[config.mk]
export PLATFORM = sky130hd
export DESIGN_NAME = word_fifo
export DESIGN_NICKNAME = d
export VERILOG_FILES = /design/src/loader_pkg.sv /design/src/word_fifo.sv
export SDC_FILE = /design/constraint.sdc
export NUM_CORES = 1
export LEC_CHECK = 0
export ABC_CLOCK_PERIOD_IN_PS = 5700
export BUFFER_PORTS_ARGS = -buffer_cell sky130_fd_sc_hd__buf_4
export CAP_MARGIN = 20
export CORE_MARGIN = 1.5
export CORE_UTILIZATION = 30
export CTS_CLUSTER_DIAMETER = 80
export DETAILED_ROUTE_END_ITERATION = 6
export HOLD_SLACK_MARGIN = 0.03
export MAX_ROUTING_LAYER = met4
export PLACE_DENSITY = 0.57
export SKIP_LAST_GASP = 1
export SYNTH_ARGS = -nofsm -noshare
export SYNTH_HDL_FRONTEND = slang
export SYNTH_SLANG_ARGS = --single-unit
[constraint.sdc]
create_clock -name clk_32m -period 5.7 [get_ports clk_32m]
set_clock_uncertainty 0.2 [all_clocks]
set_input_delay 1.71 -clock clk_32m [delete_from_list [all_inputs] [get_ports clk_32m]]
set_output_delay 1.71 -clock clk_32m [all_outputs]
set_load 0.005 [all_outputs]
[src/loader_pkg.sv]
`default_nettype none

package loader_pkg;

	// byte address width of the download path
	localparam int ADDR_W = 24;

	// ram side works on 32-bit words
	localparam int WORD_AW = ADDR_W - 2;

	// data word and byte lanes
	localparam int DATA_W = 32;
	localparam int SEL_W = DATA_W / 8;

	// one request on the strobe/ack memory port
	// stb stays high until the one-cycle ack
	typedef struct packed {
		logic stb;
		logic we;
		// lane n covers wdata[8n+7:8n]
		logic [SEL_W-1:0] sel;
		// word address, byte offset dropped
		logic [WORD_AW-1:0] addr;
		logic [DATA_W-1:0] wdata;
	} mem_req_t;

	// one packed download word on its way to ram
	typedef struct packed {
		logic [WORD_AW-1:0] addr;
		// only received lanes set on a flush word
		logic [SEL_W-1:0] sel;
		// byte 0 of the word in lane 0
		logic [DATA_W-1:0] data;
	} load_word_t;

endpackage

`default_nettype wire
[src/word_fifo.sv]
`default_nettype none

module word_fifo #(
	parameter int FIFO_DEPTH = 4
) (
	input wire logic clk_32m,
	input wire logic rst_n_i,
	input wire logic push_i,
	input wire loader_pkg::load_word_t word_i,
	input wire logic pop_i,
	output loader_pkg::load_word_t head_o,
	output logic empty_o
);

	// depth is a power of two, pointers wrap by themselves
	localparam int PTR_W = $clog2(FIFO_DEPTH);
	localparam logic [PTR_W:0] FULL_CNT = (PTR_W + 1)'(FIFO_DEPTH);

	loader_pkg::load_word_t mem_q [FIFO_DEPTH];
	logic [PTR_W-1:0] wr_ptr_q;
	logic [PTR_W-1:0] rd_ptr_q;
	logic [PTR_W:0] count_q;

	logic do_push;
	logic do_pop;

	// never fills in one download, guard anyway
	assign do_push = push_i & (count_q != FULL_CNT);
	// pop on empty ignored
	assign do_pop = pop_i & ~empty_o;

	// head shown straight from the array
	assign head_o = mem_q[rd_ptr_q];
	assign empty_o = (count_q == '0);

	always_ff @(posedge clk_32m) begin
		if (!rst_n_i) begin
			wr_ptr_q <= '0;
			rd_ptr_q <= '0;
			count_q <= '0;
		end else begin
			if (do_push) begin
				wr_ptr_q <= wr_ptr_q + 1'b1;
			end
			if (do_pop) begin
				rd_ptr_q <= rd_ptr_q + 1'b1;
			end
			// push and pop together keep the count
			case ({do_push, do_pop})
				2'b10: begin
					count_q <= count_q + 1'b1;
				end
				2'b01: begin
					count_q <= count_q - 1'b1;
				end
				default: begin
					count_q <= count_q;
				end
			endcase
		end
	end

	// storage, no reset
	always_ff @(posedge clk_32m) begin
		if (do_push) begin
			mem_q[wr_ptr_q] <= word_i;
		end
	end

endmodule

`default_nettype wire

==> impl_results.md <==
* Post-Place Worst Slack at 1.78 ns
* Met3 GRT Util at 2.92%
* Synth Warn # at 0
* ANT cells at 0
* Cells after Synth at 356
* RSZ-0062 raised after global routing: no
* Hold slack at 0.302 ns
* Iter 0 DRT Violations at 255
* Synthesized area at 8870 um^2
* Syn Area/Cell at 24.9 um^2
* Status: completed
* Share of the clock period used by the worst path at 74.8%
* Via-per-instance ratio at 4.45
* Max-cap violations at 0
* Wirelength, routed at 16500 um
* Comb power frac at 19.6%
* CP Capture Type: output pin
* Largest net degree at the start of global routing at 59
* Slowest stage delay, CP at 0.75 ns
* Placed wire-length estimate at 9330 um
* Worst setup SP type: register
* Row cnt at 62
* I/O pin cnt at 121
* Cell internal pwr at 3.62 mW
* Largest family of logic cells by synthesized area: multiplexers
* Switching pwr at 1.14 mW
* Fin. Hold Viols at 0
* Most frequent cells in the layout: edfxtp_1 (232), buf_4 (120), mux4_2 (58)
* Hold Crit Class: reg2reg
* Net count after synthesis at 424
* Max clock buf depth at 3
* Post-synth ARST share at 0%
* Die footprint at 30600 um^2
* DP Area at 10200 um^2
* Final GP Congestion at 0.678
* Worst skew pair latency at 0.51 ns
* Final Util at 38.0%
* Pin slew with the least headroom to its limit at 0.956 ns
* Flops & latches, synth at 241
* Remaining DRCs at 0
* Synth Area in XOR/XNOR at 0.197%
* Peak VDD IR at 0.184 mV
* CP required at 3.79 ns
* Compound-Gate Fraction of Synth Area at 0.522%
* Die Y at 175 um
* Hold buffers post-CTS at 0
* Worst EP arrival at 2.35 ns
* Total routing usage reported by global routing at 11.3%
* Maximum clock frequency at 235 MHz
* Clock power share at 33.1%
* Worst Slack Setup Final at 1.44 ns
* Post-Route Setup TNS at 0 ns
* Proportion of synthesized area in mux cells at 15.0%
* Final Slew Violations at 0
* Pwr per Cell Area at 434 nW/um^2
* Drt wl/cell at 18.5 um
* Hold wc startpoint: rd_ptr_q[0]
* Distinct cells, synth at 24
* First-pass GRT wire length at 25800 um
* GR Layer Usage met1 at 13.3%
* Die width at 175 um
* CTS resizes at 0
* Total number of vias at 3984
* Commonest non-fill, non-tap cell in the layout: edfxtp_1
* Simple-Gate Fraction of Synth Area at 1.13%
* Starting Density at 30.7%
* Fin nets at 559
* Met2 Use GR at 19.1%
* Layout cell share with drive strength beyond 1 at 43.6%
* Post-CTS Setup Bufs at 0
* Total gr overflow at 0
* TritonRoute pass-1 iters at 4
* Reg2Reg Launch Point: count_q[0]
* CTS tree: done
* Minimum clock period after layout at 4.26 ns
* Max transition margin at 36.3%
* ANT nets after route at 0
* EDFF count, synth at 232
* Vias in the first global route at 4511
* CP cell instances: buf_12, mux4_2, buf_4
* Sequential cell area fraction in the yosys report at 80.6%
* CP max stage cell: dfxtp_4
* Number of port buffers at 120
* Area share of fa/ha/maj cells after synthesis at 0.931%
* GR peak layer: met2
* Core Box Area at 28900 um^2
* Setup Crit Path Kind: reg2out
* Initial antenna violation count at 0
* Root buffer cell: clkbuf_16
* Part of the power in registers at 47.3%
* Setup violations, final at 0
* Htree depth at 1
* P&R area growth vs syn at 23.8%
* Switching portion of total power at 23.9%
* Post-synth top flop: edfxtp_1
* Total CTS buffers at 26
* CP max FO at 30
* TritonCTS Sinks at 241
* Pleak at 3.63 nW
* Clock Pin Slew Worst Setup and Hold Paths at 0.06 ns
* Design Area, Final at 11000 um^2
[cell type report]
type	count	area (um^2)
clock buffers	40	774
clock inverters	8	43.8
fillers	2638	18000
inverters	7	26.3
multi-input cells	94	1580
flip-flops and latches	241	7150
well taps	384	480
repair buffers	121	921
[Yosys cell counts, types with 2 or more instances]
cell type	number	area [um^2]
dfxtp_1	9	180
nand2_1	7	26.3
or3_1	2	12.5
and2_1	6	37.5
a21boi_0	2	15.0
ha_1	5	62.6
buf_4	3	22.5
inv_1	7	26.3
buf_12	3	60.1
o21ai_0	5	25.0
mux2i_1	2	20.0
buf_2	3	15.0
buf_1	3	11.3
mux4_2	58	1310
edfxtp_1	232	6970
[state kept, by name, summed over array words and instances, names as in the netlist, named ones only]
name and cells:
mem_q 232, rd_ptr_q 2, wr_ptr_q 2, count_q 3
[routing by layer]
layer / vias to the layer above / share of wire, %
met4: 0 / 2.1
met1: 2082 / 41
met2: 103 / 51
met3: 30 / 5.8
met5: - / 0
li1: 1769 / -
[power by group through the flow]
stage / clock, mW / sequential, mW / combinational [mW]
3_3_place_gp: 0 / 2.29 / 0.943
6_report: 1.58 / 2.26 / 0.934
4_1_cts: 1.63 / 2.27 / 0.965
2_1_floorplan: 0 / 2.21 / 0.618
5_1_grt: 1.70 / 2.29 / 1.02
3_5_place_dp: 0 / 2.30 / 0.962
[cell families after synthesis]
| logic type | Yosys count |
|---|---|
| flip-flops | 241 |
| AND/OR/NAND/NOR | 18 |
| multiplexers | 60 |
| buffers and inverters | 21 |
| adder cells (fa/ha/maj) | 6 |
| XOR/XNOR | 2 |
| AO/OA/AOI/OAI | 8 |
[per-stage QoR]
step | total power, mW | instances
2_1_floorplan | 2.83 | 356
3_3_place_gp | 3.23 | 847
3_5_place_dp | 3.26 | 847
4_1_cts | 4.86 | 895
5_1_grt | 5.00 | 895
6_report | 4.77 | 895
[critical path: cells and delay by family (launching register included)]
kind	cells	cell delay (ns)
buf+inv	2	0.50
mux	1	0.56
flops	1	0.75
[final timing paths]
| path | to | slack [ns] | depth (start not counted) |
|---|---|---|---|
| max | head_o[8] | 1.44 | 3 |
| max reg2reg | mem_q[2][54] | 3.14 | 3 |
| min | register | 0.30 | 2 |
| min reg2reg | register | 0.30 | 2 |
(Power assumes the default switching activity.)
