### src/loader_pkg.sv
`default_nettype none

package loader_pkg;

	// byte address width of the download path
	localparam int ADDR_W = 24;

	// ram side works on 32-bit words
	localparam int WORD_AW = ADDR_W - 2;

	// data word and byte lanes
	localparam int DATA_W = 32;
	localparam int SEL_W = DATA_W / 8;

	// one request on the strobe/ack memory port
	// stb stays high until the one-cycle ack
	typedef struct packed {
		logic stb;
		logic we;
		// lane n covers wdata[8n+7:8n]
		logic [SEL_W-1:0] sel;
		// word address, byte offset dropped
		logic [WORD_AW-1:0] addr;
		logic [DATA_W-1:0] wdata;
	} mem_req_t;

	// one packed download word on its way to ram
	typedef struct packed {
		logic [WORD_AW-1:0] addr;
		// only received lanes set on a flush word
		logic [SEL_W-1:0] sel;
		// byte 0 of the word in lane 0
		logic [DATA_W-1:0] data;
	} load_word_t;

endpackage

`default_nettype wire
### src/mem_port_mux.sv
`default_nettype none

module mem_port_mux (
	input wire logic clk_32m,
	input wire logic rst_n_i,
	input wire logic dl_active_i,
	input wire loader_pkg::load_word_t head_i,
	input wire logic empty_i,
	output logic pop_o,
	input wire loader_pkg::mem_req_t core_req_i,
	output logic core_ack_o,
	output logic [loader_pkg::DATA_W-1:0] core_rdata_o,
	output loader_pkg::mem_req_t ram_req_o,
	input wire logic ram_ack_i,
	input wire logic [loader_pkg::DATA_W-1:0] ram_rdata_i,
	output logic loading_o
);

	typedef enum logic [1:0] {
		ST_IDLE,
		ST_LOAD,
		ST_CORE
	} state_t;

	state_t state_q;
	state_t state_d;

	// download level history
	// covers the flush word still on its way to the queue
	logic dl_d1_q;
	logic dl_d2_q;

	// registered load write request
	logic load_stb_q;
	loader_pkg::load_word_t load_q;
	loader_pkg::mem_req_t load_req;

	// ram follows the core
	logic core_path;

	// busy from the first level cycle until queue and port drain
	assign loading_o = dl_active_i | dl_d1_q | dl_d2_q | ~empty_i | (state_q == ST_LOAD);

	// take the head word straight from idle
	assign pop_o = (state_q == ST_IDLE) & loading_o & ~empty_i;

	// an access already in flight keeps the port
	assign core_path = (state_q == ST_CORE) | ((state_q == ST_IDLE) & ~loading_o);

	// core never sees a load ack
	assign core_ack_o = (state_q == ST_CORE) & ram_ack_i;
	assign core_rdata_o = ram_rdata_i;

	always_comb begin
		// load stb already low in the ack cycle
		// a core stb held behind the load is then seen as new
		load_req.stb = load_stb_q & ~ram_ack_i;
		load_req.we = 1'b1;
		load_req.sel = load_q.sel;
		load_req.addr = load_q.addr;
		load_req.wdata = load_q.data;
		ram_req_o = core_path ? core_req_i : load_req;
	end

	always_comb begin
		state_d = state_q;
		case (state_q)
			ST_IDLE: begin
				// core waits with stb held while loading
				if (loading_o) begin
					if (!empty_i) begin
						state_d = ST_LOAD;
					end
				end else if (core_req_i.stb) begin
					state_d = ST_CORE;
				end
			end
			ST_LOAD: begin
				if (ram_ack_i) begin
					state_d = ST_IDLE;
				end
			end
			ST_CORE: begin
				if (ram_ack_i) begin
					state_d = ST_IDLE;
				end
			end
			default: begin
				state_d = ST_IDLE;
			end
		endcase
	end

	always_ff @(posedge clk_32m) begin
		if (!rst_n_i) begin
			state_q <= ST_IDLE;
			dl_d1_q <= 1'b0;
			dl_d2_q <= 1'b0;
			load_stb_q <= 1'b0;
		end else begin
			state_q <= state_d;
			dl_d1_q <= dl_active_i;
			dl_d2_q <= dl_d1_q;
			// stb rises with the pop and clears after the ack
			if (pop_o) begin
				load_stb_q <= 1'b1;
			end else if (ram_ack_i && (state_q == ST_LOAD)) begin
				load_stb_q <= 1'b0;
			end
		end
	end

	// popped head becomes the write request
	always_ff @(posedge clk_32m) begin
		if (pop_o) begin
			load_q <= head_i;
		end
	end

endmodule

`default_nettype wire

### config.mk
export PLATFORM = sky130hd
export DESIGN_NAME = mem_port_mux
export DESIGN_NICKNAME = d
export VERILOG_FILES = /design/src/loader_pkg.sv /design/src/mem_port_mux.sv
export SDC_FILE = /design/constraint.sdc
export NUM_CORES = 1
export LEC_CHECK = 0
export ABC_CLOCK_PERIOD_IN_PS = 8100
export BUFFER_PORTS_ARGS = -buffer_cell sky130_fd_sc_hd__clkbuf_2
export CAP_MARGIN = 40
export CORE_AREA = 2 2 98 100
export DETAILED_ROUTE_END_ITERATION = 8
export DIE_AREA = 0 0 100 102
export PLACE_DENSITY = 0.73
export SLEW_MARGIN = 40
export SYNTH_ARGS = -nofsm -noshare
export SYNTH_HDL_FRONTEND = slang
export SYNTH_SLANG_ARGS = --single-unit
### constraint.sdc
create_clock -name clk_32m -period 8.1 [get_ports clk_32m]
set_input_delay 0.405 -clock clk_32m [delete_from_list [all_inputs] [get_ports clk_32m]]
set_output_delay 0.405 -clock clk_32m [all_outputs]
set_load 0.005 [all_outputs]
==> results.cfg <==
[status]
status = complete, no violations

[die]
chipWidth_um = 100
num_rows = 35
core_area_mm2 = 0.00911
io_pins = 250
die_y_um = 102
fp.dieArea_mm2 = 0.0102
initial_utilization_pct = 35.4

[synth]
syn_nets = 344
ys_ff_latch = 63
synth.area.mux_share_pct = 27.8
ys_top_cells_by_area = edfxtp_1 54%, mux2_4 27%, buf_4 7.5%
yosys.area.top_type_share_pct = 54.0
synthXorXnorAreaFrac_pct = 0
avgSynthCellArea_um2 = 17.3
ys_seq_area_share_pct = 57.1
synth_fa_ha_area_share_pct = 1.16
yosys.area_share.simple_pct = 2.99
yosysWarnings = 0
synth_top_area_cell = edfxtp_1
synth_compound_area_share_pct = 1.13
synth_cells = 186
synth_top_family_by_area = multiplexers
synth_cell_type_count = 18
synth_area_mm2 = 0.00322

[global_route]
grt_max_degree = 61
grt.overflow.total = 0
track_usage_pct = 12.5
grt_pass1_vias = 1999
antenna_found_initial = 1
grt_pass1_wl_mm = 9.58

[worst_setup_path]
worstSetupStartpointType = flip-flop
crit_fanout = 60
cp.required_ns = 7.70
worstSetupPathType = reg -> out
cp-end-kind = output port
arrival_ns = 2.48

[clock_tree]
cts.path.max_buffers = 2
hold_buffers = 0
cts_setup_buffers = 0
htreeDepth = 3
cts_buffers = 9
clkTransAtPathRegs_ns = 0.08
clock_sinks = 63
cts_tree = built
clock_latency_ns = 0.34
cts_root_buffer = clkbuf_8
ctsResizeCount = 0

[power_and_ir_drop]
p_comb_share_pct = 20.4
p_int_w = 0.000671
p_leak_nw = 2.12
p_clk_share_pct = 34.4
p_sw_share_pct = 23.3
p_sw_w = 0.000204
power-per-cell-area_mw_per_mm2 = 205
p_seq_share_pct = 45.2
irDropWorstVdd_mv = 0.0953

[final_layout]
fill_cells = 846
nNetsFinal = 505
instances_no_fill = 464
synthToLayoutAreaGrowth_pct = 32.3
layout-drive-gt1-share_pct = 75.9

[timing]
final-setup-viol-count = 0
worst_slew_pin_slew_ns = 0.751
min_period_over_period_pct = 35.6
period_needed_ns = 2.89
rsz0062_at_grt = no
setup_slack_ns = 5.21
max_freq_mhz = 346
skew_ns = 0.00867
slew_viol_final = 0
fin_tns_setup_ns = 0
timing.slew.headroom_pct = 49.9
final-hold-violation-count = 0

[placement]
port_buffers = 185
gp_congestion = 0.668
dpl_worst_slack_ns = 5.57
dp_cells = 447
dp.final_hpwl_mm = 5.27

[route]
wl_per_cell_um = 14.4
drcViolationCount = 0
vias = 2035
drt-initial-drc-count = 39
wirelength_mm = 6.68
ant_nets = 0
post_drt_via_cell_ratio = 4.39
dr.pass1.iters = 4

[job]
cap_violations = 0

[worst_hold_path]
holdCritPathClass = in -> reg
[stage by stage]
stage	util [%]	hold slack (ns)	area (um2)	power, W
final	46.8	0.237	4270	0.000875
after global routing	46.8	0.206	4260	0.000921
after CTS	46.8	0.217	4260	0.000891
after detailed placement	44.4	0.499	4040	0.000585
after global placement	44.0	0.489	4010	0.000578
after floorplan	-	0.471	3220	0.000520
[registers in the layout, summed over array words and instances, names as in the netlist]
name,cells
dl_d1_q,1
load_stb_q,1
state_q,2
load_q,58
dl_d2_q,1
[logic make-up after synthesis]
| group | count (synthesis) |
|---|---|
| DFF | 63 |
| adders and majority gates | 3 |
| muxes | 60 |
| and+or+nand+nor | 14 |
| AOI/OAI and AO/OA | 6 |
| buffers and inverters | 40 |
[cell usage after synthesis]
cell and instances:
and2_1 4, or2_2 1, nand2_1 3, buf_4 32, dfxtp_1 5, inv_1 2
a21oi_1 3, mux2_4 59, o21a_1 1, a21oi_2 1, mux2_2 1, nand3b_1 1
edfxtp_1 58, nor4_4 1, nor2b_1 4, ha_1 3, o21ai_0 1, buf_6 6
[worst paths after layout]
| path | slack (ns) | end | start | depth (start not counted) |
|---|---|---|---|---|
| worst max-delay path | 5.21 | ram_req_o[12] | state_q[0] | 7 |
| worst min-delay path | 0.24 | load_q[8] | head_i[8] | 1 |
| worst max register to register | 6.01 | state_q[0] | state_q[0] | 7 |
| worst min register to register | 0.52 | dl_d2_q | dl_d1_q | 1 |
[worst max-delay path: stages, from the launching register on]
cell	delay, ns
dfxtp_1	0.37
inv_1	0.08
ha_1	0.23
and2_1	0.20
a21oi_4	0.16
buf_6	0.58
mux2_4	0.35
clkbuf_2	0.11
[cells in the final DEF (no fill, tap or decap), types with 2 or more instances in the layout]
master / count
clkbuf_2: 185
mux2_4: 59
edfxtp_1: 58
clkbuf_8: 9
dfxtp_1: 5
and2_1: 4
nand2_1: 3
nor2b_1: 3
a21oi_1: 3
ha_1: 3
inv_1: 2
bufinv_16: 2
clkinvlp_4: 2
[power by group through the flow]
stage	clock, W	sequential [W]	combinational (W)
final	0.000301	0.000396	0.000178
after global placement	0	0.000403	0.000175
after global routing	0.000328	0.000398	0.000194
after detailed placement	0	0.000404	0.000181
after floorplan	0	0.000403	0.000117
after CTS	0.000313	0.000396	0.000182
[area by class of cell]
class	instances	area (um2)	share of cell area [%]
repair buffers	188	972	22.8
clock buffers	9	124	2.90
clock inverters	7	96.3	2.26
inverters	2	7.51	0.176
multi-input cells	83	1080	25.4
diodes	1	2.50	0.0587
well taps	111	139	3.26
flip-flops and latches	63	1840	43.2
[layer usage]
metal,global-route usage [%],part of all wire (%),up-vias
met5,0,0,-
met4,5.06,1.4,0
met3,5.81,9.7,11
met2,21.2,51,135
met1,13.7,38,913
li1,-,-,976
Note: power is estimated with default switching activity, not from simulation.
