===== config.mk =====
export PLATFORM = sky130hd
export DESIGN_NAME = byte_packer
export DESIGN_NICKNAME = d
export VERILOG_FILES = /design/src/loader_pkg.sv /design/src/byte_packer.sv
export SDC_FILE = /design/constraint.sdc
export NUM_CORES = 1
export LEC_CHECK = 0
export BUFFER_PORTS_ARGS = -buffer_cell sky130_fd_sc_hd__buf_4
export CAP_MARGIN = 10
export CORE_ASPECT_RATIO = 1.2
export CORE_MARGIN = 2
export CORE_UTILIZATION = 56
export DETAILED_ROUTE_END_ITERATION = 10
export GPL_TIMING_DRIVEN = 0
export PLACE_DENSITY_LB_ADDON = 0.1
export SLEW_MARGIN = 20
export SYNTH_ARGS = -nofsm -noshare
export SYNTH_HDL_FRONTEND = slang
export SYNTH_SLANG_ARGS = --single-unit

===== constraint.sdc =====
create_clock -name clk_32m -period 4.8 [get_ports clk_32m]
set_clock_uncertainty 0.1 [all_clocks]
set_input_delay 1.2 -clock clk_32m [delete_from_list [all_inputs] [get_ports clk_32m]]
set_output_delay 1.2 -clock clk_32m [all_outputs]
set_load 0.02 [all_outputs]

===== src/loader_pkg.sv =====
`default_nettype none

package loader_pkg;

	// byte address width of the download path
	localparam int ADDR_W = 24;

	// ram side works on 32-bit words
	localparam int WORD_AW = ADDR_W - 2;

	// data word and byte lanes
	localparam int DATA_W = 32;
	localparam int SEL_W = DATA_W / 8;

	// one request on the strobe/ack memory port
	// stb stays high until the one-cycle ack
	typedef struct packed {
		logic stb;
		logic we;
		// lane n covers wdata[8n+7:8n]
		logic [SEL_W-1:0] sel;
		// word address, byte offset dropped
		logic [WORD_AW-1:0] addr;
		logic [DATA_W-1:0] wdata;
	} mem_req_t;

	// one packed download word on its way to ram
	typedef struct packed {
		logic [WORD_AW-1:0] addr;
		// only received lanes set on a flush word
		logic [SEL_W-1:0] sel;
		// byte 0 of the word in lane 0
		logic [DATA_W-1:0] data;
	} load_word_t;

endpackage

`default_nettype wire

===== src/byte_packer.sv =====
`default_nettype none

module byte_packer #(
	parameter logic [loader_pkg::ADDR_W-1:0] START_ADDR = '0
) (
	input wire logic clk_32m,
	input wire logic rst_n_i,
	input wire logic dl_active_i,
	input wire logic dl_stb_i,
	input wire logic [7:0] dl_data_i,
	output logic push_o,
	output loader_pkg::load_word_t word_o
);

	// first word address of every download
	localparam logic [loader_pkg::WORD_AW-1:0] START_WADDR =
		START_ADDR[loader_pkg::ADDR_W-1:2];

	logic dl_active_q;
	logic [1:0] lane_q;
	logic [loader_pkg::DATA_W-1:0] shift_q;
	logic [loader_pkg::WORD_AW-1:0] waddr_q;

	logic dl_rise;
	logic dl_fall;
	logic take_byte;
	logic full_word;
	logic flush_word;
	logic [1:0] lane_base;
	logic [loader_pkg::WORD_AW-1:0] waddr_base;
	logic [loader_pkg::DATA_W-1:0] shift_nxt;
	logic [loader_pkg::SEL_W-1:0] flush_sel;
	logic [loader_pkg::DATA_W-1:0] flush_data;

	// start and end of a download from the held level
	assign dl_rise = dl_active_i & ~dl_active_q;
	assign dl_fall = ~dl_active_i & dl_active_q;
	// strobes outside the level are dropped
	assign take_byte = dl_active_i & dl_stb_i;
	// a new download counts from lane 0 and START_ADDR
	assign lane_base = dl_rise ? 2'd0 : lane_q;
	assign waddr_base = dl_rise ? START_WADDR : waddr_q;
	// new byte enters at the top, older bytes move down
	assign shift_nxt = {dl_data_i, shift_q[loader_pkg::DATA_W-1:8]};
	assign full_word = take_byte & (lane_base == 2'd3);
	// leftover bytes when the level drops
	assign flush_word = dl_fall & (lane_q != 2'd0);

	// partial word moved down to lane 0, top lanes zero
	always_comb begin
		case (lane_q)
			2'd1: begin
				flush_sel = 4'b0001;
				flush_data = {24'd0, shift_q[31:24]};
			end
			2'd2: begin
				flush_sel = 4'b0011;
				flush_data = {16'd0, shift_q[31:16]};
			end
			2'd3: begin
				flush_sel = 4'b0111;
				flush_data = {8'd0, shift_q[31:8]};
			end
			default: begin
				flush_sel = 4'b0000;
				flush_data = '0;
			end
		endcase
	end

	always_ff @(posedge clk_32m) begin
		if (!rst_n_i) begin
			dl_active_q <= 1'b0;
			lane_q <= 2'd0;
			waddr_q <= START_WADDR;
			push_o <= 1'b0;
		end else begin
			dl_active_q <= dl_active_i;
			push_o <= full_word | flush_word;
			if (dl_rise) begin
				lane_q <= 2'd0;
				waddr_q <= START_WADDR;
			end
			if (take_byte) begin
				lane_q <= lane_base + 2'd1;
				// fourth lane filled, next word address
				if (full_word) begin
					waddr_q <= waddr_base + 1'b1;
				end
			end else if (flush_word) begin
				lane_q <= 2'd0;
				waddr_q <= waddr_q + 1'b1;
			end
		end
	end

	// payload only, qualified by push_o
	always_ff @(posedge clk_32m) begin
		if (take_byte) begin
			shift_q <= shift_nxt;
		end
		if (full_word) begin
			word_o.addr <= waddr_base;
			word_o.sel <= 4'b1111;
			word_o.data <= shift_nxt;
		end else if (flush_word) begin
			word_o.addr <= waddr_q;
			word_o.sel <= flush_sel;
			word_o.data <= flush_data;
		end
	end

endmodule

`default_nettype wire


==> flow_summary.toml <==
[status]
status = "finished clean"

[flow_run]
max-cap-violations = 0

[floorplanning]
ios = 71
initial_core_util_pct = 57.3
placeable_core_area_mm2 = 0.00766
area_of_the_die_mm2 = 0.00857
fp.dieH_um = 101
die_x_um = 84.8
num_rows = 35

[hold_path]
worst_hold_class = "reg2reg"
min_delay_path_depth = 2
worstHoldStart = "word_o[35]$_SDFFE_PP1P_"

[layout]
flow.area_growth_from_synthesis_pct = 19.7
nNetsFinal = 432
filler_cell_count = 552
layout.core_utilization_pct = 68.6
antenna_cells = 0
drive_above_1_share_pct = 26.1

[worst_setup_path]
critPathMostFrequentCell = "clkbuf_1"
worst_r2r_startpoint = "dl_active_q$_SDFF_PN0_"
critical_path.slowest_cell = "clkbuf_1"
cp_data_arrival_time_ns = 3.98
timing.critical_path.from_type = "primary input"
path_class = "in2reg"
critical_path.max_fanout = 10
timing.critical_path.required_ns = 4.90
critical_path.startpoint = "dl_active_i"
cp_slowest_stage_delay_ns = 0.43
r2r.worst_path.cells = 10
crit_family = "buffers and inverters"
critical_path.endpoint_type = "register"
cell_breakdown_of_the_critical_path = "buf_4, buf_4, nand2b_1, clkbuf_1, clkbuf_1, and2_1, ha_1, nand3_2, o21ai_1, clkbuf_1, nand2_1, o21ai_0"
path_depth = 12
cp_num_buf_inv = 5

[route]
initial_drt_pass_iterations = 4
via_count = 2854
post_drt_wl_per_cell_um = 16.0
drt-initial-drc-count = 123
residual_drc_count = 0
postRouteWirelength_um = 8210
avgViaCountPerCell = 5.55
detail-route-antenna-nets = 0

[grt]
pin_count_of_the_biggest_net_entering_global_routing = 57
grt_pass1_wl_um = 13100
via_count_of_the_first_global_routing_pass = 2663
grt.overflow.total = 0
groute.usage.overall_pct = 19.7
antenna_found_initial = 0

[clocking]
clock-root-buffer = "clkbuf_8"
numClockSinks = 108
clock_latency_ns = 0.35
clkTransAtPathRegs_ns = 0.10
htreeDepth = 3
cts_tree = "built"
cts_made_buffers = 9
clockBufferDepth = 2
cts-hold-fix-buffers = 0
cts.repair_timing.setup_buffer_count = 0
post_cts_resized = 0

[yosys]
synth.ff_latch_count = 108
main_flop_type_after_synthesis = "edfxtp_1"
synth.yosys.warnings = 0
mappedNetlistArea_mm2 = 0.00439
synth_nets = 352
number_of_enable_type_register_cells_in_the_synthesized_netlist = 78
async_reset_ff_share_pct = 0
syn-mean-instance-area_um2 = 13.0
netlist-cell-type-count = 48
ys_seq_area_share_pct = 67.0
netlist_instances = 337

[pwr]
pwr_density_cell_mw_per_mm2 = 324
power_leakage_nw = 1.95
p_total_mw = 1.70
power.ir.vdd_worst_mv = 0.178

[sta]
rsz0062_at_grt = "no"
endpoints_failing_hold = 0
finalCriticalPeriod_ns = 3.88
setup_viol_count_final = 0
slew-limit-headroom_pct = 34.7
fin_tns_setup_ns = 0
max_slew.worst_pin.slew_ns = 0.978
worst_case_hold_slack_ns = 0.350
max_clock_freq_mhz = 257
number_of_max_slew_violations_in_the_final_report = 0
fin_crit_sh_pct = 80.9

[placed_design]
dp_hpwl_um = 5680
place.port_buffers = 69
finalWeightedCongestion = 0.785
==> layer usage <==
metal	wire, um	track usage [%]	share of wire (%)
met5	0	0	0
met4	138	8.55	1.7
met3	294	2.95	3.6
met2	4540	35.6	55
met1	3230	23.3	39
==> cell usage after synthesis (2+ instances only) <==
library cell  count  area [um2]
nor2_1           22        82.6
nand2_1          31         116
nand2b_1          2        12.5
nand4_1           4        25.0
or2_2             3        18.8
o2111ai_1         6        52.6
mux2_1            2        22.5
nand3_1          11        55.1
buf_2             2        10.0
a22o_1            8        70.1
edfxtp_1         78        2340
nor3b_1           2        15.0
a211oi_1          2        15.0
and2_1           42         263
nor2b_1           3        18.8
mux2_2            8        90.1
a22oi_1          10        75.1
a21oi_1           8        40.0
o41ai_1           6        52.6
nand3b_1          2        15.0
a21o_1            2        15.0
o21ai_0           7        35.0
clkbuf_1         11        41.3
ha_1              3        37.5
dfxtp_1          30         601
inv_1             9        33.8
buf_6             2        22.5
==> cell usage in the layout (no fill, tap or decap), types with 2 or more instances in the layout <==
master      count
nand3_1        11
mux2_2          8
buf_2           2
a22oi_1        10
a21oi_1         8
clkinvlp_4      2
mux2_1          2
a22o_1          8
nand2_1        30
dfxtp_1        30
nand3b_1        2
inv_1           9
a21o_1          2
ha_1            3
edfxtp_1       78
clkbuf_8        9
o41ai_1         6
nand2_4         2
or2_2           3
o2111ai_1       6
clkbuf_1       12
nand2b_1        2
bufinv_16       2
nor3b_1         2
and2_1         42
buf_4          70
o21ai_0         7
nor2_1         22
nor2b_1         3
nand4_1         4
a211oi_1        2
buf_6           2
==> per-stage QoR <==
stage / std cells / cell area [um2] / setup slack, ns
finish: 514 / 5250 / 0.916
global placement: 498 / 5020 / -0.480
floorplan: 337 / 4390 / 0.457
global route: 514 / 5250 / 0.584
detailed placement: 498 / 5030 / 0.535
CTS: 514 / 5250 / 0.914
==> cell families (layout without fill, tap and decap cells) <==
| group | after synthesis | in the layout | share of synthesized area, % |
|---|---|---|---|
| buffers and inverters | 25 | 110 | 2.62 |
| adder cells (fa/ha/maj) | 3 | 3 | 0.855 |
| AND/OR/NAND/NOR | 133 | 133 | 16.9 |
| flip-flops | 108 | 108 | 67.0 |
| AO/OA/AOI/OAI | 57 | 57 | 9.77 |
| multiplexers | 11 | 11 | 2.79 |
==> registers in the layout, summed over array words and instances (netlist names) <==
| register | count |
|---|---|
| dl_active_q | 1 |
| lane_q | 2 |
| push_o | 1 |
| shift_q | 24 |
| waddr_q | 22 |
| word_o | 58 |
==> power by group <==
group | switching (mW) | internal [mW]
combinational | 0.0491 | 0.0295
clock | 0.300 | 0.300
sequential | 0.0121 | 1.01
==> final cells by class <==
class	instances	area, um2	share of cell area [%]
plain buffers	16	81.3	1.55
clock buffers	10	128	2.43
clock inverters	6	95.1	1.81
inverters	9	33.8	0.643
multi-input cells	204	1340	25.5
flip-flops and latches	108	2940	56.0
well taps	92	115	2.19
repair buffers	69	518	9.86
==> worst paths after layout <==
check	end	slack, ns
max	word_o[3]$_DFFE_PP_	0.92
min	word_o[35]$_SDFFE_PP1P_	0.35
max reg2reg	word_o[3]$_DFFE_PP_	1.54
min reg2reg	word_o[35]$_SDFFE_PP1P_	0.35
==> worst min-delay path, stage by stage, from the launching register on <==
cell and delay [ns]:
dfxtp_1 0.32, nand2_1 0.05, nand2_1 0.04
(Power assumes the default switching activity.)
